==> src/design/mem_defs.svh <==
`ifndef MEM_DEFS_SVH
`define MEM_DEFS_SVH

// data banks, power of two, picked by pa[3:2]
`define MEM_BANKS 4

// 32-bit words per bank, word index is pa[9:4]
`define BANK_WORDS 64

// page-table entries searched in parallel
`define TLB_ENTRIES 4

`endif

==> src/design/data_bank.sv <==
`timescale 1ns/1ps
`include "mem_defs.svh"

module data_bank (
    input  logic                           clk,
    input  logic                           en,
    input  logic                           we,
    input  logic [$clog2(`BANK_WORDS)-1:0] widx,
    input  logic [3:0]                     wstrb,
    input  logic [31:0]                    wdata,
    output logic [31:0]                    rdata
);

    logic [31:0] mem [`BANK_WORDS];

    // byte-masked write
    always_ff @(posedge clk) begin
        if (en && we) begin
            for (int b = 0; b < 4; b++) begin
                if (wstrb[b]) mem[widx][b*8 +: 8] <= wdata[b*8 +: 8];
            end
        end
    end

    // read word held until the next access to this bank
    always_ff @(posedge clk) begin
        if (en) rdata <= mem[widx];
    end

endmodule

==> config.mk <==
export PLATFORM = sky130hd
export DESIGN_NAME = data_bank
export DESIGN_NICKNAME = d
export VERILOG_FILES = /design/src/design/data_bank.sv
export VERILOG_INCLUDE_DIRS = /design/src /design/src/design
export SDC_FILE = /design/constraint.sdc
export NUM_CORES = 2
export LEC_CHECK = 0
export ABC_AREA = 1
export BUFFER_PORTS_ARGS = -buffer_cell sky130_fd_sc_hd__buf_4
export CORE_ASPECT_RATIO = 0.7
export CORE_MARGIN = 2
export CORE_UTILIZATION = 50
export DETAILED_ROUTE_END_ITERATION = 10
export HOLD_SLACK_MARGIN = 0.05
export PLACE_DENSITY_LB_ADDON = 0.3
export SLEW_MARGIN = 20
export SYNTH_ARGS = -nofsm -noshare
export SYNTH_HDL_FRONTEND = slang
export SYNTH_SLANG_ARGS = --single-unit
==> constraint.sdc <==
create_clock -name clk -period 2.1 [get_ports clk]
set_input_delay 0.105 -clock clk [delete_from_list [all_inputs] [get_ports clk]]
set_output_delay 0.105 -clock clk [all_outputs]
set_load 0.1 [all_outputs]
; Word level (Yosys, flattened, before mapping)
; Memories as Yosys holds them, arrays and structs flattened. A register that Yosys moved wholly into a read port is not among the register bits.
; Index checks and enable logic that the tools add are counted.
; W data, S select, Z words.
[totals]
reg_bits = 0
latchBits = 0
ram_bits = 2048
romBits = 0
out_inout_bits = 32
memories = 1
[op_classes]
addsub = 0
multipliers = 0
n_div = 0
n_lt_le_gt_ge = 0
eq_ne = 0
shift = 0
mux = 12
n_bitwise = 0
reduce_logical = 1
[mem_list]
columns = memory, depth, width, read_ports, rd_clocked_by_memory_dff, write_ports, line_no
row1 = mem, 64, 32, 1, 1, 1, data_bank.sv:14  ; logic [31:0] mem [`BANK_WORDS];
[op_table]
columns = operator, n
row1 = $mux W1, 12
row2 = $logic_and A1 B1 Y1, 1

; Longest topological paths before layout
[depth]
ltp_word = 3
ltp_mapped = 15

; Worst setup path before layout
; OpenSTA, ideal clock, no wires.
[synth_path]
path_kind = input to register
startpoint = input widx[1]
endpoint = memory mem[3][16] (enable)
arrival_time_ns = 1.394
required_ns = 1.730
setup_slack_ns = 0.336
cell_stages = 8
path_buffers = 2
path_cell_list = buf_2 inv_4 buf_2 nor2_2 inv_1 nor2_2 nand2_1 nor2_1
[synth_lines]
columns = item, line_no
row1 = "start, declared", data_bank.sv:8  ; input logic [$clog2(`BANK_WORDS)-1:0] widx,
row2 = "end, declared", data_bank.sv:14
; No word-level cell before the write port.

; Worst setup path after layout
[layout_path]
startpoint = input en
endpoint = memory mem[39][5] (enable)
[layout_between]
elab_chain_len = 3
[layout_rtl]
columns = item, line_no
row1 = "start, declared", data_bank.sv:6  ; input logic en,
row2 = $logic_and A1 B1 Y1, data_bank.sv:18  ; if (en && we) begin
row3 = $mux W1, data_bank.sv:18
row4 = $mux W1 (not written as such), data_bank.sv:20  ; if (wstrb[b]) mem[widx][b*8 +: 8] <= wdata[b*8 +: 8];
; No other way between the ends.

==> results.cfg <==
[outcome]
outcome = complete, no violations

[setup_path]
critPathSlowestCell = dlygate4sd3_1
path_delay_family = buffers and inverters
path_class = input pin to flop
arrival_ps = 2580
path_buf_inv = 5
end_kind = flop
start_kind = input pin
required_ps = 2630
crit_path_cell_trace = dlygate4sd3_1, buf_4, nand3_2, buf_12, dlygate4sd3_1, nor2_1, buf_4
max_stage_delay_ps = 740
critPathMaxFanout = 30

[power_and_ir_drop]
p_leak_uw = 0.0428
vdd_drop_max_v = 0.000817
power_density_nw_per_um2 = 844

[timing]
rsz0062_at_grt = no
post-route-period-util_pct = 97.6
max_slew_margin_pct = 37.9
period_needed_ps = 2050
drv_slew = 0
fin_ws_ps = 50.9
timing.fmax_ghz = 0.488
finalHoldViolCount = 0
skew_ps = 32.2
worst_pin_slew_ps = 932
setup_violations = 0

[routing]
ant_nets = 0
dr.first_iter.drc_count = 8300
via_per_inst = 5.32
via_count = 62153
routedWlPerCell_um = 21.6
drt_pre_antenna_iters = 8
finalWirelength_um = 252000
remaining_drc_errors = 0

[floorplanning]
rows = 128
die_w_um = 505
core_um2 = 174000
dieHeight_um = 355
start_util_pct = 50.5
num_io_pins = 77
dieArea_um2 = 179000

[final_layout]
fin_util_pct = 58.2
syn_to_final_growth_pct = 15.3
final_layout_size_suffix_gt1_share_pct = 10.3
layout_commonest_cell = nand2_1
layoutNonFillerInstCount = 11677
final_cell_mix = nand2_1 (5792), edfxtp_1 (2080), buf_4 (571), nor2_1 (328), clkbuf_16 (190)
final_nets = 9220

[clocking]
post_cts_buffers = 0
root_buffer = clkbuf_16
clockBufferDepth = 3
clkLatencyLatePin_ps = 840
cts_tree = done
clkTransAtPathRegs_ps = 60
h-tree-depth = 4
cts_buffers = 188
clock-sinks = 2080

[global_route]
grt_max_degree = 98
grt_pass1_wl_um = 372000
grt_pass1_vias = 58141
grt.total_usage_pct = 27.8
gr-total-overflow = 0
antenna_found_initial = 25

[synth]
ys_warn_count = 0
ys_types = 19
synth.avg_cell_area_um2 = 10.1
synthesis.area_um2 = 88000
ys_ff_latch = 2080
synthCells = 8723
syn-num-nets = 8768
ys_seq_area_share_pct = 71.0

[placed_design]
dp_cells = 11289
port_buffers = 76
gp_congestion = 0.935
pre_cts_ws_ps = -193
dp_hpwl_um = 160000

[hold_path]
hold_class = input pin to flop

[run]
maxCapViolCount = 0
==> timing repair <==
action | CTS | global route
resized for setup | 0 | 0
endpoints found under the setup margin | 0 | 0
hold buffers | 36 | 0
hold endpoints to repair | 2064 | 0
==> cell families after synthesis <==
group | after synthesis | share of synthesized area, %
buffers and inverters | 475 | 2.63
AND/OR/NAND/NOR | 6156 | 26.3
AO/OA/AOI/OAI | 12 | 0.0824
flip-flops | 2080 | 71.0
==> stage by stage <==
| stage | power [uW] | setup TNS (ps) | hold WS, ps | cell area, um^2 |
|---|---|---|---|---|
| 2_1_floorplan | 50100 | 0 | 204 | 88000 |
| 3_3_place_gp | 52800 | -3610 | 527 | 95200 |
| 3_5_place_dp | 52900 | -5350 | 532 | 95200 |
| 4_1_cts | 85900 | 0 | 54.8 | 101000 |
| 5_1_grt | 88200 | 0 | 86.2 | 101000 |
| 6_report | 85700 | 0 | 111 | 101000 |
==> layout make-up <==
| cell class | count | area (um^2) |
|---|---|---|
| antenna | 7 | 17.5 |
| clock buffer | 231 | 4910 |
| tap | 2340 | 2930 |
| sequential | 2080 | 62500 |
| timing repair buffer | 714 | 6770 |
| fill | 14264 | 72900 |
| clock inverter | 114 | 955 |
| multi-input combinational | 6168 | 23300 |
| inverter | 23 | 126 |
==> state kept, by name (all words and copies together), names as in the netlist <==
signal  cells
mem      2048
rdata      32
==> layer usage <==
layer  vias to the layer above  global-route usage, %  part of all wire, %
met5                         -                  0.708                0.092
met4                        10                   9.46                  3.6
met3                       449                   7.36                   12
met2                      3059                   41.3                   44
met1                     29608                   39.8                   41
li1                      29027                      -                    -
==> Yosys cell counts <==
master,n,area share (%)
edfxtp_1,2080,71
buf_2,242,1.4
buf_6,10,0.13
nand2_1,5792,25
nor3_1,8,0.045
inv_1,20,0.085
or2_2,5,0.036
buf_1,30,0.13
o211ai_1,5,0.043
inv_4,2,0.014
o21ai_0,4,0.023
buf_4,39,0.33
inv_2,1,0.0043
or2_1,1,0.0071
o21ai_1,3,0.017
nor2_2,11,0.078
nor2_1,328,1.4
nand3_1,11,0.063
clkbuf_1,131,0.56
==> power by group <==
| group | leakage [uW] | internal (uW) | switching (uW) | total (uW) |
|---|---|---|---|---|
| Sequential | 0.0187 | 45800 | 125 | 46000 |
| Clock | 0.00287 | 18200 | 15300 | 33500 |
| Combinational | 0.0212 | 1630 | 4580 | 6210 |
| Total | 0.0428 | 65700 | 20000 | 85700 |
==> worst paths after layout <==
check                              from                   end  slack (ps)  cells after the start
setup / recovery                     en  mem[39][5]$_DFFE_PP_          50                      7
hold / removal                  widx[5]    rdata[4]$_DFFE_PP_         110                      7
setup reg to reg  mem[39][30]$_DFFE_PP_   rdata[30]$_DFFE_PP_         340                      7
hold reg to reg   mem[47][30]$_DFFE_PP_   rdata[30]$_DFFE_PP_         890                      6
==> worst register-to-register path, delay by kind of cell (launching register included) <==
family          cells  cell delay, ps
simple gates        6             880
flops               1             360
compound gates      1             250
Power figures use the tool's default switching activity.
