[src/design/mem_defs.svh]
`ifndef MEM_DEFS_SVH
`define MEM_DEFS_SVH

// data banks, power of two, picked by pa[3:2]
`define MEM_BANKS 4

// 32-bit words per bank, word index is pa[9:4]
`define BANK_WORDS 64

// page-table entries searched in parallel
`define TLB_ENTRIES 4

`endif

[src/design/mem_pkg.sv]
package mem_pkg;

    // operand size of a load or store
    typedef enum logic [1:0] {
        BYTE      = 2'd0,
        HALF_WORD = 2'd1,
        WORD      = 2'd2
    } byte_type_e;

    typedef enum logic [1:0] {
        EXC_NONE       = 2'd0,
        EXC_ALE        = 2'd1,  // misaligned access
        EXC_PAGE_FAULT = 2'd2   // no window or page-table hit
    } excp_code_e;

    // direct-mapped window split
    typedef struct packed {
        logic [2:0]  seg;
        logic [28:0] offset;
    } va_win_t;

    // page-table split, 4 KB pages
    typedef struct packed {
        logic [19:0] vpn;
        logic [11:0] poff;
    } va_page_t;

    // same virtual address word, decoded both ways
    typedef union packed {
        va_win_t  win;
        va_page_t page;
    } va_u;

endpackage

[src/design/addr_trans.sv]
`timescale 1ns/1ps
`include "mem_defs.svh"

module addr_trans (
    input  logic                              en,
    input  mem_pkg::va_u                      va,
    input  mem_pkg::byte_type_e               byte_type,
    input  logic                              csr_dmw_en,
    input  logic [2:0]                        csr_dmw_vseg,
    input  logic [2:0]                        csr_dmw_pseg,
    input  logic [`TLB_ENTRIES-1:0]           tlb_valid,
    input  logic [`TLB_ENTRIES-1:0][19:0]     tlb_vppn,
    input  logic [`TLB_ENTRIES-1:0][19:0]     tlb_ppn,
    output logic [31:0]                       pa,
    output mem_pkg::excp_code_e               excp_code
);
    import mem_pkg::*;

    logic                    misaligned;
    logic                    dmw_hit;
    logic [`TLB_ENTRIES-1:0] tlb_hit;
    logic [19:0]             tlb_page;

    assign misaligned = (byte_type == HALF_WORD && va.page.poff[0]) ||
                        (byte_type == WORD && va.page.poff[1:0] != 2'b00);

    assign dmw_hit = csr_dmw_en && (va.win.seg == csr_dmw_vseg);

    // all entries compared at once, lowest index wins
    always_comb begin
        tlb_page = '0;
        for (int i = `TLB_ENTRIES - 1; i >= 0; i--) begin
            tlb_hit[i] = tlb_valid[i] && (tlb_vppn[i] == va.page.vpn);
            if (tlb_hit[i]) tlb_page = tlb_ppn[i];
        end
    end

    always_comb begin
        pa        = {tlb_page, va.page.poff};
        excp_code = EXC_NONE;
        if (dmw_hit) pa = {csr_dmw_pseg, va.win.offset};
        if (en) begin
            if (misaligned)                excp_code = EXC_ALE;  // checked before translation
            else if (!dmw_hit && !(|tlb_hit)) excp_code = EXC_PAGE_FAULT;
        end
    end

    // the table loaded from outside must not map one page twice
    always_comb begin
        if (en && !dmw_hit) begin
            a_tlb_unique: assert final ($onehot0(tlb_hit))
                else $error("page %h hits several page-table entries", va.page.vpn);
        end
    end

endmodule

[src/design/mem1_stage.sv]
`timescale 1ns/1ps
`include "mem_defs.svh"

module mem1_stage (
    input  logic                                 clk,
    input  logic                                 rst_n,
    input  logic                                 flush,
    input  logic                                 in_valid,
    input  logic                                 in_is_mem,
    input  logic                                 in_is_store,
    input  logic                                 in_is_signed,
    input  mem_pkg::byte_type_e                  in_byte_type,
    input  logic [31:0]                          in_addr,
    input  logic [31:0]                          in_store_data,
    input  logic [4:0]                           in_rd,
    input  logic                                 in_is_wr_rd,
    output logic                                 in_ready,
    input  logic                                 csr_dmw_en,
    input  logic [2:0]                           csr_dmw_vseg,
    input  logic [2:0]                           csr_dmw_pseg,
    input  logic [`TLB_ENTRIES-1:0]              tlb_valid,
    input  logic [`TLB_ENTRIES-1:0][19:0]        tlb_vppn,
    input  logic [`TLB_ENTRIES-1:0][19:0]        tlb_ppn,
    output logic [`MEM_BANKS-1:0]                bank_en,
    output logic                                 bank_we,
    output logic [$clog2(`BANK_WORDS)-1:0]       bank_widx,
    output logic [3:0]                           bank_wstrb,
    output logic [31:0]                          bank_wdata,
    output logic                                 m2_valid,
    input  logic                                 m2_ready,
    output logic [4:0]                           m2_rd,
    output logic                                 m2_we,
    output logic                                 m2_is_load,
    output logic                                 m2_is_signed,
    output mem_pkg::byte_type_e                  m2_byte_type,
    output logic [1:0]                           m2_byte_off,
    output logic [$clog2(`MEM_BANKS)-1:0]        m2_bank_sel,
    output logic [31:0]                          m2_data,
    output mem_pkg::excp_code_e                  m2_excp_code,
    output logic [31:0]                          m2_badv,
    output logic                                 fwd_valid,
    output logic [4:0]                           fwd_idx,
    output logic [31:0]                          fwd_data,
    output logic                                 fwd_data_valid
);
    import mem_pkg::*;

    localparam int BSEL_W = $clog2(`MEM_BANKS);
    localparam int WIDX_W = $clog2(`BANK_WORDS);

    logic        r_valid;
    logic        r_is_mem;
    logic        r_is_store;
    logic        r_is_signed;
    byte_type_e  r_byte_type;
    va_u         r_addr;
    logic [31:0] r_store_data;
    logic [4:0]  r_rd;
    logic        r_is_wr_rd;

    logic        mem1_flush;
    logic        mem1_stall;
    logic        rdy_out;
    logic        mem_go;
    logic [31:0] pa;
    excp_code_e  addr_excp;

    always_ff @(posedge clk or negedge rst_n) begin
        if (!rst_n) begin
            r_valid <= 1'b0;
        end else if (in_ready) begin
            r_valid <= in_valid;
        end
    end

    always_ff @(posedge clk) begin
        if (in_ready) begin
            r_is_mem     <= in_is_mem;
            r_is_store   <= in_is_store;
            r_is_signed  <= in_is_signed;
            r_byte_type  <= in_byte_type;
            r_addr       <= in_addr;
            r_store_data <= in_store_data;
            r_rd         <= in_rd;
            r_is_wr_rd   <= in_is_wr_rd;
        end
    end

    assign mem1_flush = flush | ~r_valid;
    assign mem1_stall = ~m2_ready;
    assign in_ready   = mem1_flush | ~mem1_stall;
    assign rdy_out    = ~mem1_flush & ~mem1_stall;  // hand-over this cycle

    // forwarding, loads are not resolved yet
    assign fwd_valid      = (r_rd != 5'd0) && r_is_wr_rd && ~mem1_flush;
    assign fwd_idx        = r_rd;
    assign fwd_data       = r_addr;
    assign fwd_data_valid = ~(r_is_mem & ~r_is_store);

    addr_trans u_addr_trans (
        .en        (~mem1_flush & r_is_mem),
        .va        (r_addr),
        .byte_type (r_byte_type),
        .csr_dmw_en,
        .csr_dmw_vseg,
        .csr_dmw_pseg,
        .tlb_valid,
        .tlb_vppn,
        .tlb_ppn,
        .pa,
        .excp_code (addr_excp)
    );

    assign mem_go = rdy_out & r_is_mem & (addr_excp == EXC_NONE);

    always_comb begin
        bank_en = '0;
        if (mem_go) bank_en[pa[2 +: BSEL_W]] = 1'b1;
    end

    assign bank_we   = r_is_store;
    assign bank_widx = pa[2 + BSEL_W +: WIDX_W];

    // data is replicated, the strobes pick the lane
    always_comb begin
        unique case (r_byte_type)
            BYTE: begin
                bank_wdata = {4{r_store_data[7:0]}};
                bank_wstrb = 4'b0001 << pa[1:0];
            end
            HALF_WORD: begin
                bank_wdata = {2{r_store_data[15:0]}};
                bank_wstrb = pa[1] ? 4'b1100 : 4'b0011;
            end
            default: begin
                bank_wdata = r_store_data;
                bank_wstrb = 4'b1111;
            end
        endcase
    end

    assign m2_valid     = rdy_out;
    assign m2_rd        = r_rd;
    assign m2_we        = r_is_wr_rd & (addr_excp == EXC_NONE);
    assign m2_is_load   = r_is_mem & ~r_is_store;
    assign m2_is_signed = r_is_signed;
    assign m2_byte_type = r_byte_type;
    assign m2_byte_off  = pa[1:0];
    assign m2_bank_sel  = pa[2 +: BSEL_W];
    assign m2_data      = r_addr;        // alu result for non-memory ops
    assign m2_excp_code = addr_excp;
    assign m2_badv      = r_addr;

    // a bank is only reached with a naturally aligned address
    a_no_excp_access: assert property (@(posedge clk) disable iff (!rst_n)
        |bank_en |-> !((r_byte_type == HALF_WORD && r_addr.page.poff[0]) ||
                       (r_byte_type == WORD && r_addr.page.poff[1:0] != 2'b00)));

endmodule

[config.mk]
export PLATFORM = sky130hd
export DESIGN_NAME = mem1_stage
export DESIGN_NICKNAME = d
export VERILOG_FILES = /design/src/design/mem_pkg.sv /design/src/design/addr_trans.sv /design/src/design/mem1_stage.sv
export VERILOG_INCLUDE_DIRS = /design/src /design/src/design
export SDC_FILE = /design/constraint.sdc
export NUM_CORES = 1
export LEC_CHECK = 0
export BUFFER_PORTS_ARGS = -buffer_cell sky130_fd_sc_hd__clkbuf_2
export CAP_MARGIN = 20
export CORE_AREA = 2 2 164 166
export DETAILED_ROUTE_END_ITERATION = 7
export DIE_AREA = 0 0 166 168
export GPL_ROUTABILITY_DRIVEN = 0
export HOLD_SLACK_MARGIN = 0.02
export PLACE_DENSITY = 0.48
export SLEW_MARGIN = 20
export SYNTH_ARGS = -nofsm -noshare
export SYNTH_HDL_FRONTEND = slang
export SYNTH_SLANG_ARGS = --single-unit
[constraint.sdc]
create_clock -name clk -period 3.75 [get_ports clk]
set_input_delay 0.5625 -clock clk [delete_from_list [all_inputs] [get_ports clk]]
set_output_delay 0.5625 -clock clk [all_outputs]
set_load 0.02 [all_outputs]
# Yosys cells after proc, flatten, opt, wreduce, memory -nomap -nowiden
# Cells that the tools add are included.
# W data, S select, Z words.
[word_totals]
reg_bits = 76
latchBits = 0
mem_bits_rw = 0
romBits = 0
inputBits = 251
out_inout_bits = 168
elab_cells = 59
mem_count = 0
[classes]
n_addsub = 0
n_mul = 0
div = 0
magnitude_cmp = 2
eq_ne = 7
shifts = 1
n_mux = 9
n_bitwise = 12
reduce_logical = 19
[op_table]
columns = ["cell", "count"]
rows = [
  ["$eq A20 B20 Y1", 4],
  ["$pmux W32 S2", 1],
  ["$logic_and A1 B1 Y1", 11],
  ["$mux W4", 2],
  ["$pmux W4 S2", 1],
  ["$and A1 B1 Y1", 6],
  ["$mux W2", 3],
  ["$reduce_bool A5 Y1", 1],
  ["$logic_not A2 Y1", 2],
  ["$not A1 Y1", 4],
  ["$reduce_or A4 Y1", 1],
  ["$shl A1 B2 Y4 const A", 1],
  ["$eq A3 B3 Y1", 1],
  ["$lt A2 B3 Y1 const B", 1],
  ["$demux W1 S2", 1],
  ["$eq A2 B1 Y1 const B", 1],
  ["$eq A2 B2 Y1 const B", 1],
  ["$ge A2 B1 Y1 const B", 1],
  ["$logic_not A1 Y1", 2],
  ["$or A1 B1 Y1", 2],
  ["$reduce_bool A2 Y1", 1],
  ["$logic_or A1 B1 Y1", 1],
  ["$mux W1", 1],
]

# Logic depth before layout (Yosys ltp)
# Gate-level depths: netlist of the first run.
[logic_depth]
depth_word = 11
depth_mapped = 7
ltp_nobuf = 6

# Cells and area by module
# A second synthesis of the first run with hierarchy kept.
[unflattened]
hier_cells = 528
area_unflattened_um2 = 5607.9
[modules_own_cells]
columns = ["mod", "instances", "cells_per_inst", "area_each_um2", "seq_area_each_um2"]
rows = [
  ["mem1_stage", 1, 226, 3378.2, 2277.2],
  ["addr_trans", 1, 302, 2229.6, 0.0],
]

# Least setup slack after synthesis of the first run
# No wires, ideal clock.
[synth_path]
path_type = "input -> output"
start = "input m2_ready"
end = "output in_ready"
t_arrival_ns = 2.553
required_time_ns = 3.188
path_slack_ns = 0.634
stages = 1
n_path_buf = 0
path_cell_list = "nand2b_1"
[synth_between]
elab_chain_len = 1
[synth_lines]
columns = ["item", "line", "source"]
rows = [
  ["start, declared", "mem1_stage.sv:30", "input logic m2_ready,"],
  ["$or A1 B1 Y1", "mem1_stage.sv:91", "assign in_ready = mem1_flush | ~mem1_stall;"],
  ["end, declared", "mem1_stage.sv:17", "output logic in_ready,"],
]
# Every way passes these cells.

# Final worst setup path of the first run
[layout_path]
start = "register r_addr, in the netlist fwd_data[30]"
end = "output bank_en[0]"
[layout_between]
elab_chain_len = 11
elab_cells_between_ends = 20
classes_between = "eq/ne: 5; mux: 4; bitwise: 1; reduce/logical: 10"
[layout_lines]
columns = ["item", "line", "source"]
rows = [
  ["start, declared", "mem1_stage.sv:56", "va_u r_addr;"],
  ["start signal, assigned", "mem1_stage.sv:82", "r_addr <= in_addr;"],
  ["$eq A20 B20 Y1", "addr_trans.sv:33", "tlb_hit[i] = tlb_valid[i] && (tlb_vppn[i] == va.page.vpn);"],
  ["$logic_and A1 B1 Y1", "addr_trans.sv:33", ""],
  ["$reduce_or A4 Y1", "addr_trans.sv:44", "else if (!dmw_hit && !(|tlb_hit)) excp_code = EXC_PAGE_FAULT;"],
  ["$logic_not A1 Y1", "addr_trans.sv:44", ""],
  ["$logic_and A1 B1 Y1 (*)", "addr_trans.sv:44", ""],
  ["$mux W2 (*)", "addr_trans.sv:44", ""],
  ["$mux W2 (*)", "addr_trans.sv:43", "if (misaligned) excp_code = EXC_ALE;"],
  ["$mux W2 (*)", "addr_trans.sv:42", "if (en) begin"],
  ["$logic_not A2 Y1 (*)", "mem1_stage.sv:114", "assign mem_go = rdy_out & r_is_mem & (addr_excp == EXC_NONE);"],
  ["$and A1 B1 Y1 (*)", "mem1_stage.sv:114", ""],
  ["$mux W4 (*)", "mem1_stage.sv:118", "if (mem_go) bank_en[pa[2 +: BSEL_W]] = 1'b1;"],
  ["end, declared", "mem1_stage.sv:24", "output logic [`MEM_BANKS-1:0] bank_en,"],
]
# Mark *: on every way between the ends. The rest lies on a longest branch, timed or not.

==> impl_results.md, run 1 <==
- First-pass DRT Iterations: 4
- Main flop type after synthesis: edfxtp_1
- GRT overflow: 0
- Vias: approximately 3600
- Hold EP: r_store_data[7]
- Post-synth EDFFs: 75
- Max rail drop VDD: roughly 0.00023 V
- Layout Utilization: 23.6%
- Slew @ Worst Pin: 780 ps
- # fillers: between 2000 and 3000
- Synth async-reset ratio: between 1 and 1.5%
- Row count: 60
- Crit. Startpoint: fwd_data[30]
- Worst hold path class: in -> reg
- Synth top area cells: edfxtp_1, buf_4, xor2_1, xnor2_1, mux2_2
- Crit path DAT: roughly 2800 ps
- Hold slack: 392 ps
- Critical path class: reg -> out
- Synth Warn #: 0
- CTS tree: yes
- Status: complete, no violations
- Final setup vio count: 0
- Max Clk Rate: a little under 0.3 GHz
- GRT Total Usage: a little over a tenth
- Average wire per standard cell: about 16 um
- Yosys top cell area share: 50.9%
- Vias in the first global route: ~3600
- Clock insertion delay at the later pin of the skew report: about 340 ps
- Sequential area share after synthesis: around 50%
- Ant. Diodes: 0
- Crit start category: flop
- RSZ-0062 raised after global routing: false
- Boundary pin count: ~420
- FF-to-FF setup slack: about 1700 ps
- Reg2Reg Launch Point: r_valid
- # H-tree levels: 3
- P_leak: between 2 and 3 nW
- P per Cell Area: 419 nW/um2
- Clock Skews: between 10 and 15 ps
- Syn Inst Count: roughly 360
- Yosys top cell by area: edfxtp_1
- Largest net degree at the start of global routing: 55
- Setup TNS: 0 ps
- Drt total wl: around 15 mm
- Clock sink count: 76
- Most frequent cells in the layout: clkbuf_2, edfxtp_1, xor2_1
- Antenna Violating Nets Remaining: 0
- Initial antenna violation count: 0
- Mapped Area: 4430 um2
- Hold Crit Start: in_store_data[7]
- Period utilization: about nine tenths
- DRC errors left: 0
- Total core area: between 20000 and 30000 um2
- Number of synthesized register bits: 76
- WHS Path Cells: 1
- Worst setup EP type: primary output
- CTS root buf: clkbuf_16
- Max-slew violations: 0
- Net count, final: ~870
- Max Buffers Root-to-Sink: 2
- Number of library cell types mapped by synthesis: 31
- Setup slack after layout: 343 ps
- Syn avg cell area: about 12 um2
- Initial Utilization: 16.8%
- Layout cells sized above 1: between 60 and 70%
- Max transition margin: a little under half
- Die Height: between 150 and 200 um
- Storage element area: 2280 um2
- Die Width: about 170 um
- Max-cap violations: 0
- First-pass GRT wire length: 22.3 mm
- Area Growth Syn to Fin: 40.6%
- Clock slew at reported path FFs: roughly 70 ps
- CP max FO: 8
- FF-to-FF End: r_is_mem
- Dpl ws: about 600 ps
- Most common cell after layout, fill and taps aside: clkbuf_2
- Via density: between 3 and 4
- PortBufs: 335
- Hold Fails Final Rpt: 0
- Req. time, crit path: between 3000 and 4000 ps
- Reg2Reg Depth: 4
- Post_cts resized: 0
- Area taken by multi-input logic gates: 1460 um2
- Hpwl dp: 12.4 mm
- Period minus WS final: about 3400 ps
- Synthesized Nets: 608
- Cts bufs inserted: 9
- Die Area: around 28000 um2
- DRT iter0 DRCs: 80
## per-layer routing
layer | routed length [um] | track usage [%] | vias to the layer above
met1 | 5790 | 11.7 | 1641
met5 | 0 | 0 | -
met2 | 8120 | 20.0 | 217
met4 | 124 | 2.38 | 0
met3 | 1380 | 3.81 | 7
li1 | - | - | 1687
## where the power goes
group	internal (mW)	leakage (nW)	switching, mW
Combinational	0.236	1.96	0.340
Clock	0.581	0.155	0.363
Sequential	1.00	0.788	0.0828
## layout make-up
type | instances | area share, %
clock buffers | 9 | 3.62
repair buffers | 343 | 27.9
inverters | 2 | 0.121
flip-flops and latches | 76 | 36.6
multi-input cells | 184 | 23.4
clock inverters | 7 | 1.47
well taps | 341 | 6.86
## worst max-delay path by stage
stage / to / cells past startpoint
2_1_floorplan: in_ready / 1
3_3_place_gp: bank_en[1] / 8
3_5_place_dp: bank_en[0] / 8
4_1_cts: bank_en[0] / 8
5_1_grt: bank_en[0] / 8
6_report: bank_en[0] / 8
## timing repair
item | CTS | global route
setup buffers | 0 | 0
endpoints found under the hold margin | 1 | 0
hold buffers | 1 | 0
## metrics by stage
step	power, mW	area (um2)	std cells
after global placement	1.69	5900	945
after detailed placement	1.69	5900	945
final	2.60	6220	962
after CTS	2.67	6220	962
after global routing	2.75	6220	962
after floorplan	1.49	4430	357
## cell usage after synthesis, types with 2 or more instances
library cell,n
clkbuf_1,3
o21bai_1,2
nor4_1,16
edfxtp_1,75
buf_2,2
nand4_1,10
nand2_1,10
nor3b_1,2
nand2b_1,4
xnor2_1,29
nor4_2,3
nand3_1,5
nand3b_1,2
inv_1,2
mux2i_1,8
xor2_1,55
nor2_1,4
buf_1,2
buf_4,87
mux2_2,16
a21o_1,2
o21ai_0,8
nor3_1,2
## worst max-delay path, cell delays in order, from the launching register on
cell,delay [ps]
edfxtp_1,660
xor2_1,260
nor4_1,440
nand4_1,160
nor4_2,270
nor4_2,90
buf_4,170
nor4_1,230
clkbuf_2,220
## registers in the layout, summed over array words and instances (netlist names)
register and count:
r_valid 1, r_store_data 32, fwd_idx 5, r_is_wr_rd 1, r_is_mem 1, fwd_data 32, m2_byte_type 2, m2_is_signed 1
bank_we 1
## cell families (layout without fill, tap and decap cells)
| kind of cell | count (synthesis) | count (layout) | synth area share, % |
|---|---|---|---|
| compound gates | 15 | 15 | 2.06 |
| simple gates | 61 | 61 | 8.17 |
| buf+inv | 97 | 361 | 15.8 |
| flops | 76 | 76 | 51.4 |
| mux | 24 | 24 | 5.88 |
| xor+xnor | 84 | 84 | 16.6 |
Power figures use the tool's default switching activity.
==> run 2, diff against run 1 <==
--- a/config.mk
+++ b/config.mk
@@ -6,15 +6,17 @@
 export SDC_FILE = /design/constraint.sdc
 export NUM_CORES = 1
 export LEC_CHECK = 0
+export ABC_CLOCK_PERIOD_IN_PS = 3750
 export BUFFER_PORTS_ARGS = -buffer_cell sky130_fd_sc_hd__clkbuf_2
 export CAP_MARGIN = 20
-export CORE_AREA = 2 2 164 166
+export CORE_AREA = 2 2 161 163
 export DETAILED_ROUTE_END_ITERATION = 7
-export DIE_AREA = 0 0 166 168
+export DIE_AREA = 0 0 163 165
 export GPL_ROUTABILITY_DRIVEN = 0
 export HOLD_SLACK_MARGIN = 0.02
-export PLACE_DENSITY = 0.48
+export PLACE_DENSITY = 0.55
 export SLEW_MARGIN = 20
 export SYNTH_ARGS = -nofsm -noshare
 export SYNTH_HDL_FRONTEND = slang
+export SYNTH_HIERARCHICAL = 1
 export SYNTH_SLANG_ARGS = --single-unit
==> run 2 against run 1 <==
Effect of this change: total power fell by 2.3%; utilization rose by 1.9 points; combinational power rose by 9.2%; synthesized area rose by 5.0%; worst hold slack barely moved; sequential power barely moved; global-route usage rose by 0.45 points; wire length rose by 1.6%; highest routed layer unchanged.
==> impl_results.md, run 2 <==
- Crit path depth: 9 (+1)
- Reg2Reg Launch Point: r_valid
- Req. time, crit path: 3190 ps (about the same)
- DRT iter0 DRCs: 77 (-3.8%)
- Cell family with most CP delay: simple AND/OR/NAND/NOR gates
- Largest net degree at the start of global routing: 50 (-9.1%)
- Die Width: 163 um (-1.8%)
- Hold EP: r_store_data[23]
- P per Cell Area: 398 nW/um2 (-4.8%)
- Status: complete, no violations
- Cts bufs inserted: 9 (unchanged)
- Register share of total power: 42.0% (+0.3 points)
- Max rail drop VDD: 0.000202 V (-12%)
- Max Buffers Root-to-Sink: 2 (unchanged)
- Layout cells sized above 1: 62.8% (+1.9 points)
- Ant. Diodes: 0 (unchanged)
- Slowest cell delay on critical path: 540 ps (-120 ps)
- Vias: 3603 (+1.4%)
- Crit-path slowest cell: or4b_4
- Int Pwr: 1.72 mW (-5.6%)
- RSZ-0062 raised after global routing: false
- Max transition margin: 64.6% (+17 points)
- Die Height: 165 um (-1.8%)
- Crit path DAT: 2990 ps (+150 ps)
- Average wire per standard cell: 16.2 um (+0.84%)
- Initial antenna violation count: 0 (unchanged)
- Max-cap violations: 0 (unchanged)
- CP max FO: 6 (-2)
- Max-slew violations: 0 (unchanged)
- Total core area: 25000 um2 (-5.0%)
- Hold Crit Start: in_store_data[23]
- Area Growth Syn to Fin: 37.4%
- FF-to-FF setup slack: 2050 ps (+340 ps)
- Final setup vio count: 0 (unchanged)
- DRC errors left: 0 (unchanged)
- Initial Utilization: 18.6% (+1.8 points)
- Die Area: 26900 um2 (-3.6%)
- Reg2Reg Depth: 3 (-1)
- Via density: 3.72 (+0.70%)
- # fillers: 2685 (-5.8%)
- Most common cell after layout, fill and taps aside: clkbuf_2
- Hold Fails Final Rpt: 0 (unchanged)
- Clock slew at reported path FFs: 70 ps (about the same)
- Mapped Area: 4650 um2 (+5.0%)
- Critical path class: reg -> out
- Sw frac: 32.5% (+2.3 points)
- # H-tree levels: 3 (unchanged)
- PortBufs: 335 (unchanged)
- Area taken by multi-input logic gates: 1530 um2 (+5.3%)
- Period minus WS final: 3550 ps (+143 ps)
- Dpl ws: 343 ps (-256 ps)
- WHS Path Cells: 1 (unchanged)
- P_leak: 3.01 nW (+3.9%)
- CTS root buf: clkbuf_16
- Syn avg cell area: 12.2 um2 (-1.8%)
- Period utilization: 94.7% (+3.8 points)
- Boundary pin count: 419 (unchanged)
- Max Clk Rate: 0.282 GHz (-4.0%)
- Synthesized Nets: 633 (+4.1%)
- Crit. Startpoint: fwd_data[14]
- Hpwl dp: 12.8 mm (+2.7%)
- Net count, final: 885 (+2.1%)
- Cell breakdown of the critical path: xnor2_1 > nand4_1 > nor4_4 > a2bb2oi_2 > inv_1 > nor4_2 > or4b_4 > nor3_1 > clkbuf_2
- Vias in the first global route: 3522 (-3.4%)
- NetSw: 0.826 mW (+5.2%)
- Setup TNS: 0 ps (unchanged)
- Worst setup EP type: primary output
- FF-to-FF End: fwd_data[16]
- Worst Path Buf+Inv: 2 (unchanged)
- Synth Warn #: 6 (+6)
- Storage element area: 2280 um2 (unchanged)
- CTS tree: yes
- Clock insertion delay at the later pin of the skew report: 340 ps (about the same)
- Crit start category: flop
- Slew @ Worst Pin: 531 ps (-249 ps)
- GRT Total Usage: 11.2% (+0.45 points)
- First-pass DRT Iterations: 4 (unchanged)
- Antenna Violating Nets Remaining: 0 (unchanged)
- Most frequent cells in the layout: clkbuf_2, edfxtp_1, xnor2_1
- Clock Skews: 11.0 ps (-2.18 ps)
- Clk pwr share: 33.3% (-2.9 points)
- Drt total wl: 15.7 mm (+1.6%)
- GRT overflow: 0 (unchanged)
- Setup slack after layout: 200 ps (-143 ps)
- Row count: 58 (-3.3%)
- Syn Inst Count: 382 (+7.0%)
- First-pass GRT wire length: 21.3 mm (-4.3%)
- Worst hold path class: in -> reg
- Clock sink count: 76 (unchanged)
- Gate power share: 24.7% (+2.6 points)
## run 2: power by group through the flow
| stage | logic [mW] | registers (mW) | clock network [mW] |
|---|---|---|---|
| 2_1_floorplan | 0.420 | 1.09 | 0 |
| 3_3_place_gp | 0.616 | 1.10 | 0 |
| 3_5_place_dp | 0.617 | 1.10 | 0 |
| 4_1_cts | 0.620 | 1.08 | 0.894 |
| 5_1_grt | 0.676 | 1.08 | 0.920 |
| 6_report | 0.629 | 1.07 | 0.846 |
## run 2: per-layer routing
metal	track usage [%]	part of all wire [%]
met5	0	0
met4	4.38	2.4
met3	3.69	8.8
met2	20.4	51
met1	12.0	37
## run 2: worst max-delay path by stage
stage | end | slack, ps
final | bank_en[2] | 200
after global routing | bank_en[2] | 7
after CTS | bank_en[2] | 30
after detailed placement | bank_en[2] | 340
after global placement | bank_en[0] | 360
after floorplan | bank_en[1] | 450
## run 2: area by class of cell
class,instances,area share (%)
flip-flops and latches,76,35.7
repair buffers,355,29.0
multi-input cells,185,24.0
well taps,330,6.47
clock buffers,9,3.53
clock inverters,7,0.882
inverters,7,0.411
## run 2: repair_timing
item	CTS	global route
buffers inserted	0	8
endpoints found under the setup margin	0	5
hold endpoints to repair	1	0
hold buffers	1	0
resized for setup	0	1
## run 2: through the flow
stage	hold WS (ps)	std cells	area [um2]	power, mW	utilization (%)
finish	392	969	6390	2.54	25.5
global route	369	969	6390	2.67	25.5
global placement	339	944	6020	1.71	24.0
detailed placement	346	944	6020	1.72	24.0
CTS	367	961	6310	2.59	25.2
floorplan	267	382	4650	1.51	-
