`config.mk`:
```
export PLATFORM = sky130hd
export DESIGN_NAME = mem2_stage
export DESIGN_NICKNAME = d
export VERILOG_FILES = /design/src/design/mem_pkg.sv /design/src/design/mem2_stage.sv
export VERILOG_INCLUDE_DIRS = /design/src /design/src/design
export SDC_FILE = /design/constraint.sdc
export NUM_CORES = 1
export LEC_CHECK = 0
export BUFFER_PORTS_ARGS = -buffer_cell sky130_fd_sc_hd__buf_2
export CAP_MARGIN = 25
export CORE_AREA = 2 2 112 114
export CTS_CLUSTER_SIZE = 20
export DETAILED_ROUTE_END_ITERATION = 7
export DIE_AREA = 0 0 114 116
export GPL_ROUTABILITY_DRIVEN = 0
export PLACE_DENSITY = 0.8
export SETUP_SLACK_MARGIN = 0.1
export SLEW_MARGIN = 30
export SYNTH_ARGS = -nofsm -noshare
export SYNTH_HDL_FRONTEND = slang
export SYNTH_SLANG_ARGS = --single-unit
export TNS_END_PERCENT = 50
```
`constraint.sdc`:
```
create_clock -name clk -period 9.4 [get_ports clk]
set_input_delay 1.88 -clock clk [delete_from_list [all_inputs] [get_ports clk]]
set_output_delay 1.88 -clock clk [all_outputs]
set_load 0.05 [all_outputs]
```
`src/design/mem_defs.svh`:
```
`ifndef MEM_DEFS_SVH
`define MEM_DEFS_SVH

// data banks, power of two, picked by pa[3:2]
`define MEM_BANKS 4

// 32-bit words per bank, word index is pa[9:4]
`define BANK_WORDS 64

// page-table entries searched in parallel
`define TLB_ENTRIES 4

`endif

```
`src/design/mem_pkg.sv`:
```
package mem_pkg;

    // operand size of a load or store
    typedef enum logic [1:0] {
        BYTE      = 2'd0,
        HALF_WORD = 2'd1,
        WORD      = 2'd2
    } byte_type_e;

    typedef enum logic [1:0] {
        EXC_NONE       = 2'd0,
        EXC_ALE        = 2'd1,  // misaligned access
        EXC_PAGE_FAULT = 2'd2   // no window or page-table hit
    } excp_code_e;

    // direct-mapped window split
    typedef struct packed {
        logic [2:0]  seg;
        logic [28:0] offset;
    } va_win_t;

    // page-table split, 4 KB pages
    typedef struct packed {
        logic [19:0] vpn;
        logic [11:0] poff;
    } va_page_t;

    // same virtual address word, decoded both ways
    typedef union packed {
        va_win_t  win;
        va_page_t page;
    } va_u;

endpackage

```
`src/design/mem2_stage.sv`:
```
`timescale 1ns/1ps
`include "mem_defs.svh"

module mem2_stage (
    input  logic                                 clk,
    input  logic                                 rst_n,
    input  logic                                 m2_valid,
    output logic                                 m2_ready,
    input  logic [4:0]                           m2_rd,
    input  logic                                 m2_we,
    input  logic                                 m2_is_load,
    input  logic                                 m2_is_signed,
    input  mem_pkg::byte_type_e                  m2_byte_type,
    input  logic [1:0]                           m2_byte_off,
    input  logic [$clog2(`MEM_BANKS)-1:0]        m2_bank_sel,
    input  logic [31:0]                          m2_data,
    input  mem_pkg::excp_code_e                  m2_excp_code,
    input  logic [31:0]                          m2_badv,
    input  logic [`MEM_BANKS-1:0][31:0]          bank_rdata,
    output logic                                 wb_valid,
    input  logic                                 wb_ready,
    output logic [4:0]                           wb_rd,
    output logic                                 wb_we,
    output logic [31:0]                          wb_data,
    output mem_pkg::excp_code_e                  wb_excp_code,
    output logic [31:0]                          wb_badv
);
    import mem_pkg::*;

    logic                          r_valid;
    logic [4:0]                    r_rd;
    logic                          r_we;
    logic                          r_is_load;
    logic                          r_is_signed;
    byte_type_e                    r_byte_type;
    logic [1:0]                    r_byte_off;
    logic [$clog2(`MEM_BANKS)-1:0] r_bank_sel;
    logic [31:0]                   r_data;
    excp_code_e                    r_excp;
    logic [31:0]                   r_badv;
    logic [31:0]                   rd_shift;
    logic [31:0]                   load_val;

    assign m2_ready = ~r_valid | wb_ready;

    always_ff @(posedge clk or negedge rst_n) begin
        if (!rst_n) r_valid <= 1'b0;
        else if (m2_ready) r_valid <= m2_valid;
    end

    always_ff @(posedge clk) begin
        if (m2_ready) begin
            r_rd        <= m2_rd;
            r_we        <= m2_we;
            r_is_load   <= m2_is_load;
            r_is_signed <= m2_is_signed;
            r_byte_type <= m2_byte_type;
            r_byte_off  <= m2_byte_off;
            r_bank_sel  <= m2_bank_sel;
            r_data      <= m2_data;
            r_excp      <= m2_excp_code;
            r_badv      <= m2_badv;
        end
    end

    assign rd_shift = bank_rdata[r_bank_sel] >> {r_byte_off, 3'b000};

    always_comb begin
        unique case (r_byte_type)
            BYTE:      load_val = {{24{r_is_signed & rd_shift[7]}}, rd_shift[7:0]};
            HALF_WORD: load_val = {{16{r_is_signed & rd_shift[15]}}, rd_shift[15:0]};
            default:   load_val = rd_shift;
        endcase
    end

    assign wb_valid     = r_valid;
    assign wb_rd        = r_rd;
    assign wb_we        = r_we;
    assign wb_data      = r_is_load ? load_val : r_data;
    assign wb_excp_code = r_excp;
    assign wb_badv      = r_badv;

    // bank read word must also hold while stalled
    a_wb_stable: assert property (@(posedge clk) disable iff (!rst_n)
        wb_valid && !wb_ready |=> wb_valid &&
            $stable({wb_rd, wb_we, wb_data, wb_excp_code, wb_badv}));

endmodule

```
**After elaboration in Yosys (flattened, before gate mapping)**

Cells that the tools add are included.
W data, S select, Z words.

- Logic and storage cells: 23
- Flip-flop bits (word level): 81
- Bits of input ports: 212
- Output and inout port bits: 74

- Magnitude comparators: 1
- Bitwise logic cells: 4
- Shift operators: 1
- Equal/unequal tests: 1
- Reduce and logical (&&, ||, !) cells: 1
- Mux-type cells: 4

Operators with widths:

| operator | number |
|---|---|
| $bmux W32 S2 | 1 |
| $mux W32 | 2 |
| $pmux W32 S2 | 1 |
| $shr A32 B5 Y32 | 1 |
| $lt A2 B3 Y1 const B | 1 |
| $and A1 B1 Y1 | 2 |
| $eq A2 B1 Y1 const B | 1 |
| $logic_not A2 Y1 | 1 |
| $not A1 Y1 | 1 |
| $or A1 B1 Y1 | 1 |

**Logic depth before layout (Yosys ltp)**

Gate-level depths: netlist (run 1).

- Depth after elaboration: 6
- Mapped depth: 8
- Depth with buffers taken out: 5

**Worst setup path before layout (run 1)**

Ideal clock, no wire load.

- Path type: input-to-output
- From: input wb_ready
- To: output m2_ready
- Setup slack: 3322 ps
- Arrival time: 4198 ps
- Cell stages on the path: 1
- Data required time: 7520 ps
- Path through: nand2b_1

- Word-level cells in the longest chain between the ends: 1

Ends and longest elaborated chain:

| item | line | RTL |
|---|---|---|
| from (decl) | mem2_stage.sv:21 | `input logic wb_ready,` |
| $or A1 B1 Y1 | mem2_stage.sv:44 | `assign m2_ready = ~r_valid \| wb_ready;` |
| to (decl) | mem2_stage.sv:8 | `output logic m2_ready,` |

Every way passes these cells.

**Final worst setup path (run 1)**

- From: input bank_rdata[87] (netlist name)
- To: output wb_data[28]

- Word-level cells in the longest chain between the ends: 6
- Elaborated cells on any way between the ends: 7
- Those cells by class: shift (1); mux (4); bitwise (2)

Ends and longest elaborated chain:

| item | line | RTL |
|---|---|---|
| from (decl) | mem2_stage.sv:19 | `` input logic [`MEM_BANKS-1:0][31:0] bank_rdata, `` |
| $bmux W32 S2 (*) | mem2_stage.sv:66 | `assign rd_shift = bank_rdata[r_bank_sel] >> {r_byte_off, 3'b000};` |
| $mux W32 (not written as such) (*) | mem2_stage.sv:66 |  |
| $shr A32 B5 Y32 (*) | mem2_stage.sv:66 |  |
| $and A1 B1 Y1, on equally long branches | mem2_stage.sv:71, mem2_stage.sv:70 |  |
| $pmux W32 S2 (*) | mem2_stage.sv:69 | `unique case (r_byte_type)` |
| $mux W32 (*) | mem2_stage.sv:79 | `assign wb_data = r_is_load ? load_val : r_data;` |
| to (decl) | mem2_stage.sv:24 | `output logic [31:0] wb_data,` |

Mark *: on every way between the ends. The rest lies on a longest branch, timed or not. The select of a mux whose other input is x is not followed.

==> results of run 1 <==
==> cell type report <==
cell class | instances | share of cell area, %
Sequential cell | 81 | 40.1
Antenna cell | 1 | 0.0413
Tap cell | 147 | 3.04
Clock inverter | 6 | 1.09
Inverter | 8 | 0.496
Clock buffer | 10 | 3.78
Multi-Input combinational cell | 170 | 27.2
Timing Repair Buffer | 290 | 24.3
==> synthesized netlist by cell type (2+ instances only) <==
library cell	count	share of area, %
nand2_1	23	2.1
mux2i_1	14	3.4
a22oi_1	8	1.4
nor2b_1	4	0.60
inv_1	7	0.63
nor2_1	14	1.3
nand3b_1	2	0.36
clkbuf_1	10	0.90
o211ai_1	7	1.3
mux2_2	9	2.4
nand2b_1	3	0.45
buf_2	7	0.84
nand4_1	2	0.30
a21oi_1	14	1.7
o21ai_0	7	0.84
o22a_1	9	1.9
mux4_2	30	16
a221o_1	8	1.9
nand3_1	4	0.48
edfxtp_1	80	57
==> registers in the layout, indices dropped and copies added (netlist names), 2 cells and up <==
register and count:
r_data 32, r_bank_sel 2, wb_badv 32, r_byte_off 2
wb_rd 5, r_byte_type 2, wb_excp_code 2
==> stage by stage <==
| stage | setup slack, ns | hold WS [ns] | instance area, sq um | utilization [%] | std cells |
|---|---|---|---|---|---|
| floorplan | 3.32 | 1.58 | 4180 | - | 277 |
| global placement | 3.54 | 0.938 | 5740 | 48.2 | 695 |
| detailed placement | 3.53 | 0.952 | 5740 | 48.2 | 695 |
| CTS | 3.52 | 0.967 | 6040 | 50.7 | 711 |
| global route | 3.45 | 1.01 | 6050 | 50.8 | 712 |
| finish | 3.54 | 0.943 | 6060 | 50.9 | 713 |
==> report_power, final <==
group | leakage [nW] | total, mW | internal, mW | switching (mW)
Combinational | 1.78 | 0.315 | 0.106 | 0.209
Clock | 0.137 | 0.353 | 0.207 | 0.146
Sequential | 0.815 | 0.438 | 0.427 | 0.0103
==> layer usage <==
layer,vias to the layer above,global-route usage (%),wire [um]
met4,0,6.83,274
li1,1700,-,-
met3,20,5.65,1380
met5,-,0,0
met2,249,39.9,7810
met1,1772,25.5,5710
==> cells by family (layout without fill, tap and decap cells) <==
kind of cell | count (synthesis) | count (layout)
other | 0 | 1
DFF | 81 | 81
buffers and inverters | 26 | 314
muxes | 53 | 53
and+or+nand+nor | 58 | 58
AOI/OAI and AO/OA | 59 | 59
==> critical path, stage by stage <==
cell and delay, ns:
buf_2 0.08, mux2i_1 0.08, mux4_2 0.52, o22a_1 0.25, a311oi_4 0.67, a221o_1 0.22
buf_2 0.27
==> worst max-delay path by stage <==
stage / startpoint / to / slack [ns] / cells after the start
detailed placement: bank_rdata[111] / wb_data[27] / 3.53 / 7
global placement: bank_rdata[87] / wb_data[29] / 3.54 / 7
finish: bank_rdata[87] / wb_data[28] / 3.54 / 7
floorplan: wb_ready / m2_ready / 3.32 / 1
global route: bank_rdata[111] / wb_data[24] / 3.45 / 7
CTS: bank_rdata[87] / wb_data[27] / 3.52 / 7
==> metrics.yaml, run 1 <==
rrSetupSlack_ns: 7.59
grt_use_total_pct: 22.0
cp_max_fo: 9
ys_seq_area_share_pct: 58.1
firstDrtPassIters: 4
setup-violations-final: 0
critPathKind: "input port to output pin"
synthCells: 277
cts_tree: "done"
ctsResizeCount: 0
max-cap-violations: 0
antenna_found_initial: 1
place_hpwl_um: 12100
slew_violations: 0
htreeDepth: 3
syn_area_per_cell_sq_um: 15.1
cp.arrival_ns: 3.98
synth_edf_count: 80
min_period_ns: 5.86
drive_gt1_share_pct: 61.2
totalPowerFinal_mw: 1.11
multi_input_area_sq_mm: 0.00165
seq_area_sq_mm: 0.00243
finalClockSkew_ns: 0.00656
routed_wl_um: 15200
syn-num-nets: 489
drc: 0
worst_setup_path_start_kind: "input port"
tightest_slew_ns: 0.938
fill_cells: 1045
ys_ff_latch: 81
yosysUniqueCellTypes: 35
ys_warn_count: 0
synth_area_sq_mm: 0.00418
synth_top_family_by_area: "multiplexers"
die_w_um: 114
fin_nets: 772
min_to: "r_data[28]"
fp-row-count: 40
synth_fa_ha_area_share_pct: 0
cts_root_buffer: "clkbuf_16"
endpoint_kind: "output pin"
synth_ff_type: "edfxtp_1"
power.leakage_nw: 2.73
initial_core_util_pct: 35.1
final_cell_mix: "285 x buf_2, 80 x edfxtp_1, 30 x mux4_2"
portBuffers: 285
maxSlewHeadroom_pct: 37.3
cts.sinks: 81
cts_hold_buf: 0
hold_path_depth: 1
rsz0062_at_grt: "false"
synthMuxAreaShare_pct: 21.9
pwr_density_cell_mw_per_mm2: 183
syn_to_final_growth_pct: 44.9
post-route-period-util_pct: 62.4
finalSetupTns_ns: 0
synth_xor_area_share_pct: 0
grt_max_degree: 49
path_clk_slew_ns: 0.06
vias: 3741
grt_pass1_wl_um: 21200
post-cts-setup-buffers: 0
synth-async-reset-ratio_pct: 1.23
finalHoldViolCount: 0
io_pins: 286
final_common_cell: "buf_2"
dr.first_iter.drc_count: 209
cp.required_ns: 7.52
ir_drop_v: 0.000131
die_area_sq_mm: 0.0132
wl_per_cell_um: 21.3
worstRegToRegCells: 2
timing.rr.end: "r_data[3]"
die_h_um: 116
clock.fmax_mhz: 171
worstHoldStart: "wb_valid"
cts_max_path_buffers: 2
clk_latency_ns: 0.33
core-area_sq_mm: 0.0119
grt-ovfl-total: 0
ant_nets: 0
synth-compound-area-share_pct: 10.7
worstReg2RegStart: "wb_valid"
status: "finished, final reports clean"
hp-class: "flip-flop to flip-flop"
viasPerCell: 5.25
cts_buffers: 9
yosys.area_share.simple_pct: 6.61
grt_pass1_vias: 3903
(Power assumes the default switching activity.)
==> run 2: changes to the inputs <==
- ABC_AREA: default -> 1
- CORE_AREA: 2 2 112 114 -> default
- CORE_UTILIZATION: default -> 40
- DIE_AREA: 0 0 114 116 -> default
- PLACE_DENSITY: 0.8 -> 0.89
- clock period: 9.4 -> 4.8 ns (I/O delays scaled with it)
==> run 2 against run 1 <==
Compared with the run above: wire length up 5.7%; non-clock buffer count stayed put; die area decreased by 7.7%; worst hold slack lost 0.55 ns; largest power group unchanged; highest routed layer unchanged.
==> metrics.yaml, run 2 <==
status: "finished, final reports clean"
cts_hold_buf: 0  # unchanged
post-route-util_pct: 55.6  # +4.7 points
cts.sinks: 81  # unchanged
clock.fmax_mhz: 266
synthTopCellsByArea: "edfxtp_1 51%, nand2_1 13%, nand3_1 13%"
synthMuxAreaShare_pct: 0  # -22 points
finalClockSkew_ns: 0.00656  # -0.000000750 ns
cts_tree: "done"
worst_setup_path_start_kind: "flip-flop"
die_h_um: 110  # -4.8%
die_area_sq_mm: 0.0122  # -7.7%
min_period_ns: 3.77
hp-class: "input port to asynchronous set/reset pin"
synth_ff_type: "edfxtp_1"
setup-violations-final: 0  # unchanged
die_w_um: 110  # -3.1%
cts_buffers: 9  # unchanged
htreeDepth: 3  # unchanged
firstDrtPassIters: 5  # +1
synth_xor_area_share_pct: 0  # unchanged
dr.first_iter.drc_count: 441  # +110%
fin_nets: 1030  # +33%
power.leakage_nw: 3.16  # +16%
endpoint_kind: "output pin"
post-synth-top-count-cell: "nand2_1"
grt_pass1_vias: 4830  # +24%
core-area_sq_mm: 0.0114  # -4.1%
crit_path_frequent_cell: "nand3_1"
drive_gt1_share_pct: 40.5  # -21 points
post-route-period-util_pct: 78.4
synth-async-reset-ratio_pct: 1.23  # unchanged
cp.arrival_ns: 2.81  # -1.17 ns
syn_to_final_growth_pct: 34.8
synth_area_sq_mm: 0.00471  # +13%
pwr_density_cell_mw_per_mm2: 337  # +85%
crit_slowest_cell: "inv_2"
ys_warn_count: 0  # unchanged
dp_cells: 950  # +37%
syn-num-nets: 767  # +57%
crit_chain: "inv_2, nand2_1, nand3_1, nand3_1, nand3_2, nand3_4, nand3_1, nand2_1, inv_1, buf_2"
final_common_cell: "buf_2"
grt_max_degree: 82  # +67%
cts_max_path_buffers: 2  # unchanged
yosys.area_share.simple_pct: 33.0  # +26 points
yosys.area.top_type: "edfxtp_1"
synth_fa_ha_area_share_pct: 0  # unchanged
portBuffers: 285  # unchanged
routed_wl_um: 16000  # +5.7%
synth_top_family_by_area: "simple AND/OR/NAND/NOR gates"
drc: 0  # unchanged
final_cell_mix: "285 x buf_2, 161 x nand2_1, 120 x nand3_1"
vias: 4954  # +32%
critPathKind: "flip-flop to output pin"
wl_per_cell_um: 16.6  # -22%
slew_violations: 0  # unchanged
ys_ff_latch: 81  # unchanged
seq_power_share_pct: 39.9  # +0.3 points
clkPwrFrac_pct: 29.2  # -2.7 points
n_antenna_cell: 0  # -1
grt_use_total_pct: 25.9  # +3.9 points
post-cts-setup-buffers: 0  # unchanged
yosysUniqueCellTypes: 27  # -23%
grt-ovfl-total: 0  # unchanged
fp-row-count: 39  # -2.5%
io_pins: 286  # unchanged
cp_max_fo: 64  # +55
synthTopCellsByCount: "162 x nand2_1, 120 x nand3_1, 80 x edfxtp_1"
cpPeakStageDelay_ns: 0.70  # +0.03 ns
pwr-share-comb_pct: 30.9  # +2.4 points
syn_area_per_cell_sq_um: 8.48  # -44%
place_hpwl_um: 12600  # +3.5%
ctsResizeCount: 0  # unchanged
rsz0062_at_grt: "false"
cts_root_buffer: "clkbuf_16"
ant_nets: 0  # unchanged
max-cap-violations: 0  # unchanged
finalNonFillerCells: 966  # +35%
antenna_found_initial: 1  # unchanged
initial_core_util_pct: 41.2  # +6.1 points
viasPerCell: 5.13  # -2.3%
finalSetupTns_ns: 0  # unchanged
path_clk_slew_ns: 0.06  # about the same
cp.required_ns: 3.84  # -3.68 ns
synth_top_area_share_pct: 51.1  # -6.4 points
synth-compound-area-share_pct: 7.07  # -3.6 points
finalHoldViolCount: 0  # unchanged
power_switching_uw: 761  # +110%
maxSlewHeadroom_pct: 37.5  # +0.25 points
switching_share_pct: 35.6  # +2.6 points
ir_drop_v: 0.000380  # +190%
grt_pass1_wl_um: 24200  # +14%
tightest_slew_ns: 0.936  # -0.00172 ns
synthCells: 555  # +100%
synth_edf_count: 80  # unchanged
clk_latency_ns: 0.33  # about the same
ys_seq_area_share_pct: 51.6  # -6.5 points
p_int_mw: 1.38  # +86%
[run 2: cell type report]
cell class,count,area [sq um]
clock buffer,9,225
clock inverter,7,51.3
fill,1011,5070
inverter,27,101
multi-input combinational,409,1890
sequential,81,2430
tap,143,179
timing repair buffer,290,1470
[run 2: final timing paths]
check	from	end	slack [ns]	depth (start not counted)
setup / recovery	r_bank_sel[0]	wb_data[30]	1.03	10
hold / removal	rst_n	wb_valid	0.39	1
setup reg to reg	wb_valid	wb_badv[2]	3.34	2
hold reg to reg	wb_valid	wb_valid	0.93	3
max in group asynchronous	rst_n	wb_valid	4.32	1
min in group clk	m2_badv[13]	wb_badv[13]	0.80	1
[run 2: cell families (layout without fill, tap and decap cells)]
| kind of cell | Yosys count | count (layout) |
|---|---|---|
| buffers and inverters | 65 | 333 |
| flip-flops | 81 | 81 |
| AND/OR/NAND/NOR | 348 | 348 |
| AO/OA/AOI/OAI | 61 | 61 |
[run 2: power by group through the flow]
stage / clock network (mW) / logic [mW] / registers [mW]
3_5_place_dp: 0 / 0.657 / 0.868
4_1_cts: 0.638 / 0.660 / 0.854
2_1_floorplan: 0 / 0.373 / 0.956
6_report: 0.625 / 0.660 / 0.854
5_1_grt: 0.663 / 0.707 / 0.858
3_3_place_gp: 0 / 0.652 / 0.867
[run 2: metal layers]
layer	routed length, um	track usage (%)	part of all wire (%)
met1	5690	27.0	35
met2	8350	47.5	52
met3	1320	6.31	8.2
met4	681	14.3	4.2
met5	0	0	0
[run 2: worst max-delay path: cells and delay by family, from the launching register on]
family	cells	cell delay (ns)
buffers and inverters	3	1.00
DFF	1	0.43
and+or+nand+nor	7	1.04
[run 2: stage by stage]
stage	setup slack (ns)	power (mW)	instance area [sq um]	hold WS (ns)
3_5_place_dp	1.42	1.53	6060	0.739
5_1_grt	0.787	2.23	6340	0.378
3_3_place_gp	1.48	1.52	6060	0.737
4_1_cts	1.04	2.15	6340	0.382
6_report	1.03	2.14	6340	0.391
2_1_floorplan	0.835	1.33	4710	0.664
==> run 3: changes to the inputs <==
- CORE_AREA: default -> 2 2 110 112
- CORE_UTILIZATION: 40 -> default
- DIE_AREA: default -> 0 0 112 114
- PLACE_DENSITY: 0.89 -> 0.87
- clock period: 4.8 -> 3.67 ns (I/O delays scaled with it)
==> run 3 against run 2 <==
Compared with the run above: via count rose by 0.26%; flip-flop and latch count did not move; utilization fell by 1.1 points.
==> metrics.yaml, run 3 (synthesized netlist as in run 2, its figures left out) <==
max-cap-violations: 0  # unchanged
endpoint_kind: "output pin"
finalNonFillerCells: 972  # +0.62%
worstRegToRegCells: 2  # unchanged
finalHoldViolCount: 0  # unchanged
cp_max_fo: 64  # unchanged
pwr_density_cell_mw_per_mm2: 443  # +31%
vias: 4967  # +0.26%
cp.arrival_ns: 2.57  # -0.24 ns
drc: 0  # unchanged
firstDrtPassIters: 5  # unchanged
grt_pass1_vias: 4626  # -4.2%
core-area_sq_mm: 0.0117  # +2.6%
ir_drop_v: 0.000442  # +16%
routed_wl_um: 15700  # -2.0%
finalSetupTns_ns: 0  # unchanged
totalPowerFinal_mw: 2.83  # +32%
path_clk_slew_ns: 0.05  # about the same
worst_setup_path_start_kind: "flip-flop"
portBuffers: 285  # unchanged
fin_nets: 1032  # +0.19%
seq_power_share_pct: 39.5  # -0.4 points
cts_max_path_buffers: 2  # unchanged
cp.required_ns: 2.94  # -0.90 ns
pwr-share-comb_pct: 30.5  # -0.4 points
crit_path_frequent_cell: "nand3_1"
dpl_cell_area_sq_mm: 0.00608  # +0.33%
rrSetupSlack_ns: 2.20  # -1.14 ns
timing.rr.end: "r_data[24]"
die_w_um: 112  # +1.4%
n_antenna_cell: 0  # unchanged
post-route-period-util_pct: 89.9
p_int_mw: 1.87  # +35%
dr.first_iter.drc_count: 358  # -19%
clk_latency_ns: 0.33  # about the same
switching_share_pct: 34.0  # -1.6 points
crit_path_end: "wb_data[17]"
drive_gt1_share_pct: 40.6  # +0.14 points
cpPeakStageDelay_ns: 0.50  # -0.20 ns
final_cell_mix: "285 x buf_2, 161 x nand2_1, 120 x nand3_1"
wl_per_cell_um: 16.2  # -2.6%
ant_nets: 0  # unchanged
cts.sinks: 81  # unchanged
rsz0062_at_grt: "false"
viasPerCell: 5.11  # -0.36%
syn_to_final_growth_pct: 35.5
cts_buffers: 9  # unchanged
grt_pass1_wl_um: 23000  # -4.9%
status: "finished, final reports clean"
post-cts-setup-buffers: 0  # unchanged
dp_cells: 956  # +0.63%
postLayoutCellArea_sq_mm: 0.00638  # +0.53%
die_area_sq_mm: 0.0128  # +4.6%
finalClockSkew_ns: 0.00415  # -0.00242 ns
worstReg2RegStart: "wb_valid"
slew_violations: 0  # unchanged
htreeDepth: 3  # unchanged
initial_core_util_pct: 40.2  # -1.0 points
antenna_found_initial: 1  # unchanged
fp-row-count: 40  # +2.6%
grt_use_total_pct: 23.4  # -2.5 points
io_pins: 286  # unchanged
setup-violations-final: 0  # unchanged
crit_slowest_cell: "buf_4"
cp-startpoint: "r_bank_sel[0]"
place_hpwl_um: 12300  # -2.0%
grt-ovfl-total: 0  # unchanged
power.leakage_nw: 3.18  # +0.61%
cts_tree: "done"
min_period_ns: 3.30
grt_max_degree: 82  # unchanged
critPathKind: "flip-flop to output pin"
maxSlewHeadroom_pct: 40.2  # +2.7 points
crit_chain: "buf_4, nand2_1, nand3_1, nand3_1, nand3_2, nand3_4, nand3_1, nand2_1, inv_1, buf_2"
die_h_um: 114  # +3.2%
clock.fmax_mhz: 303
hold_ws_ns: 0.168  # -0.223 ns
tightest_slew_ns: 0.896  # -0.0402 ns
power_switching_uw: 961  # +26%
clkPwrFrac_pct: 30.0  # +0.8 points
hp-class: "input port to asynchronous set/reset pin"
cts_root_buffer: "clkbuf_16"
final_common_cell: "buf_2"
## run 3: cell types whose count changed in the layout (fill, tap and decap cells not counted), sizes merged
cell      before  now
inv           30   26
buf          290  292
clkbuf         9   11
clkinv         2    4
bufinv         0    1
clkinvlp       2    1
## run 3: critical path, delay by kind of cell, from the launching register on
| family | cells | cell delay [ns] |
|---|---|---|
| buffers and inverters | 3 | 0.84 |
| DFF | 1 | 0.37 |
| and+or+nand+nor | 7 | 1.03 |
## run 3: how the worst min path moves through the flow
stage / start / end / slack (ns) / cells past startpoint
2_1_floorplan: rst_n / wb_valid / 0.44 / 0
3_3_place_gp: rst_n / wb_valid / 0.51 / 1
3_5_place_dp: rst_n / wb_valid / 0.51 / 1
4_1_cts: rst_n / wb_valid / 0.16 / 1
5_1_grt: rst_n / wb_valid / 0.15 / 1
6_report: rst_n / wb_valid / 0.17 / 1
## run 3: layout make-up
class | count | area, sq um
clock buffer | 11 | 233
clock inverter | 5 | 56.3
fill | 1088 | 5330
inverter | 27 | 103
multi-input combinational | 409 | 1890
sequential | 81 | 2430
tap | 147 | 184
timing repair buffer | 292 | 1480
## run 3: routing by layer
layer	GRT usage, %	wire length, um	up-vias
met2	42.8	7990	305
met4	8.62	384	0
met5	0	0	-
li1	-	-	2420
met1	26.3	5820	2218
met3	6.32	1530	24
## run 3: what timing repair did
action                                  CTS  global route
hold buffers                              0             0
resized for setup                         0             1
endpoints found under the hold margin     0             0
endpoints found under the setup margin    0             1
## run 3: through the flow
step,worst slack (ns),utilization (%)
floorplan,0.157,-
global placement,0.702,52.0
detailed placement,0.676,52.0
CTS,0.317,54.4
global route,0.120,54.5
finish,0.370,54.5
## run 3: power by group through the flow
stage	Sequential (mW)	Clock (mW)	Combinational, mW
2_1_floorplan	1.25	0	0.488
3_5_place_dp	1.14	0	0.862
6_report	1.12	0.850	0.862
4_1_cts	1.12	0.866	0.864
3_3_place_gp	1.13	0	0.856
5_1_grt	1.12	0.905	0.925
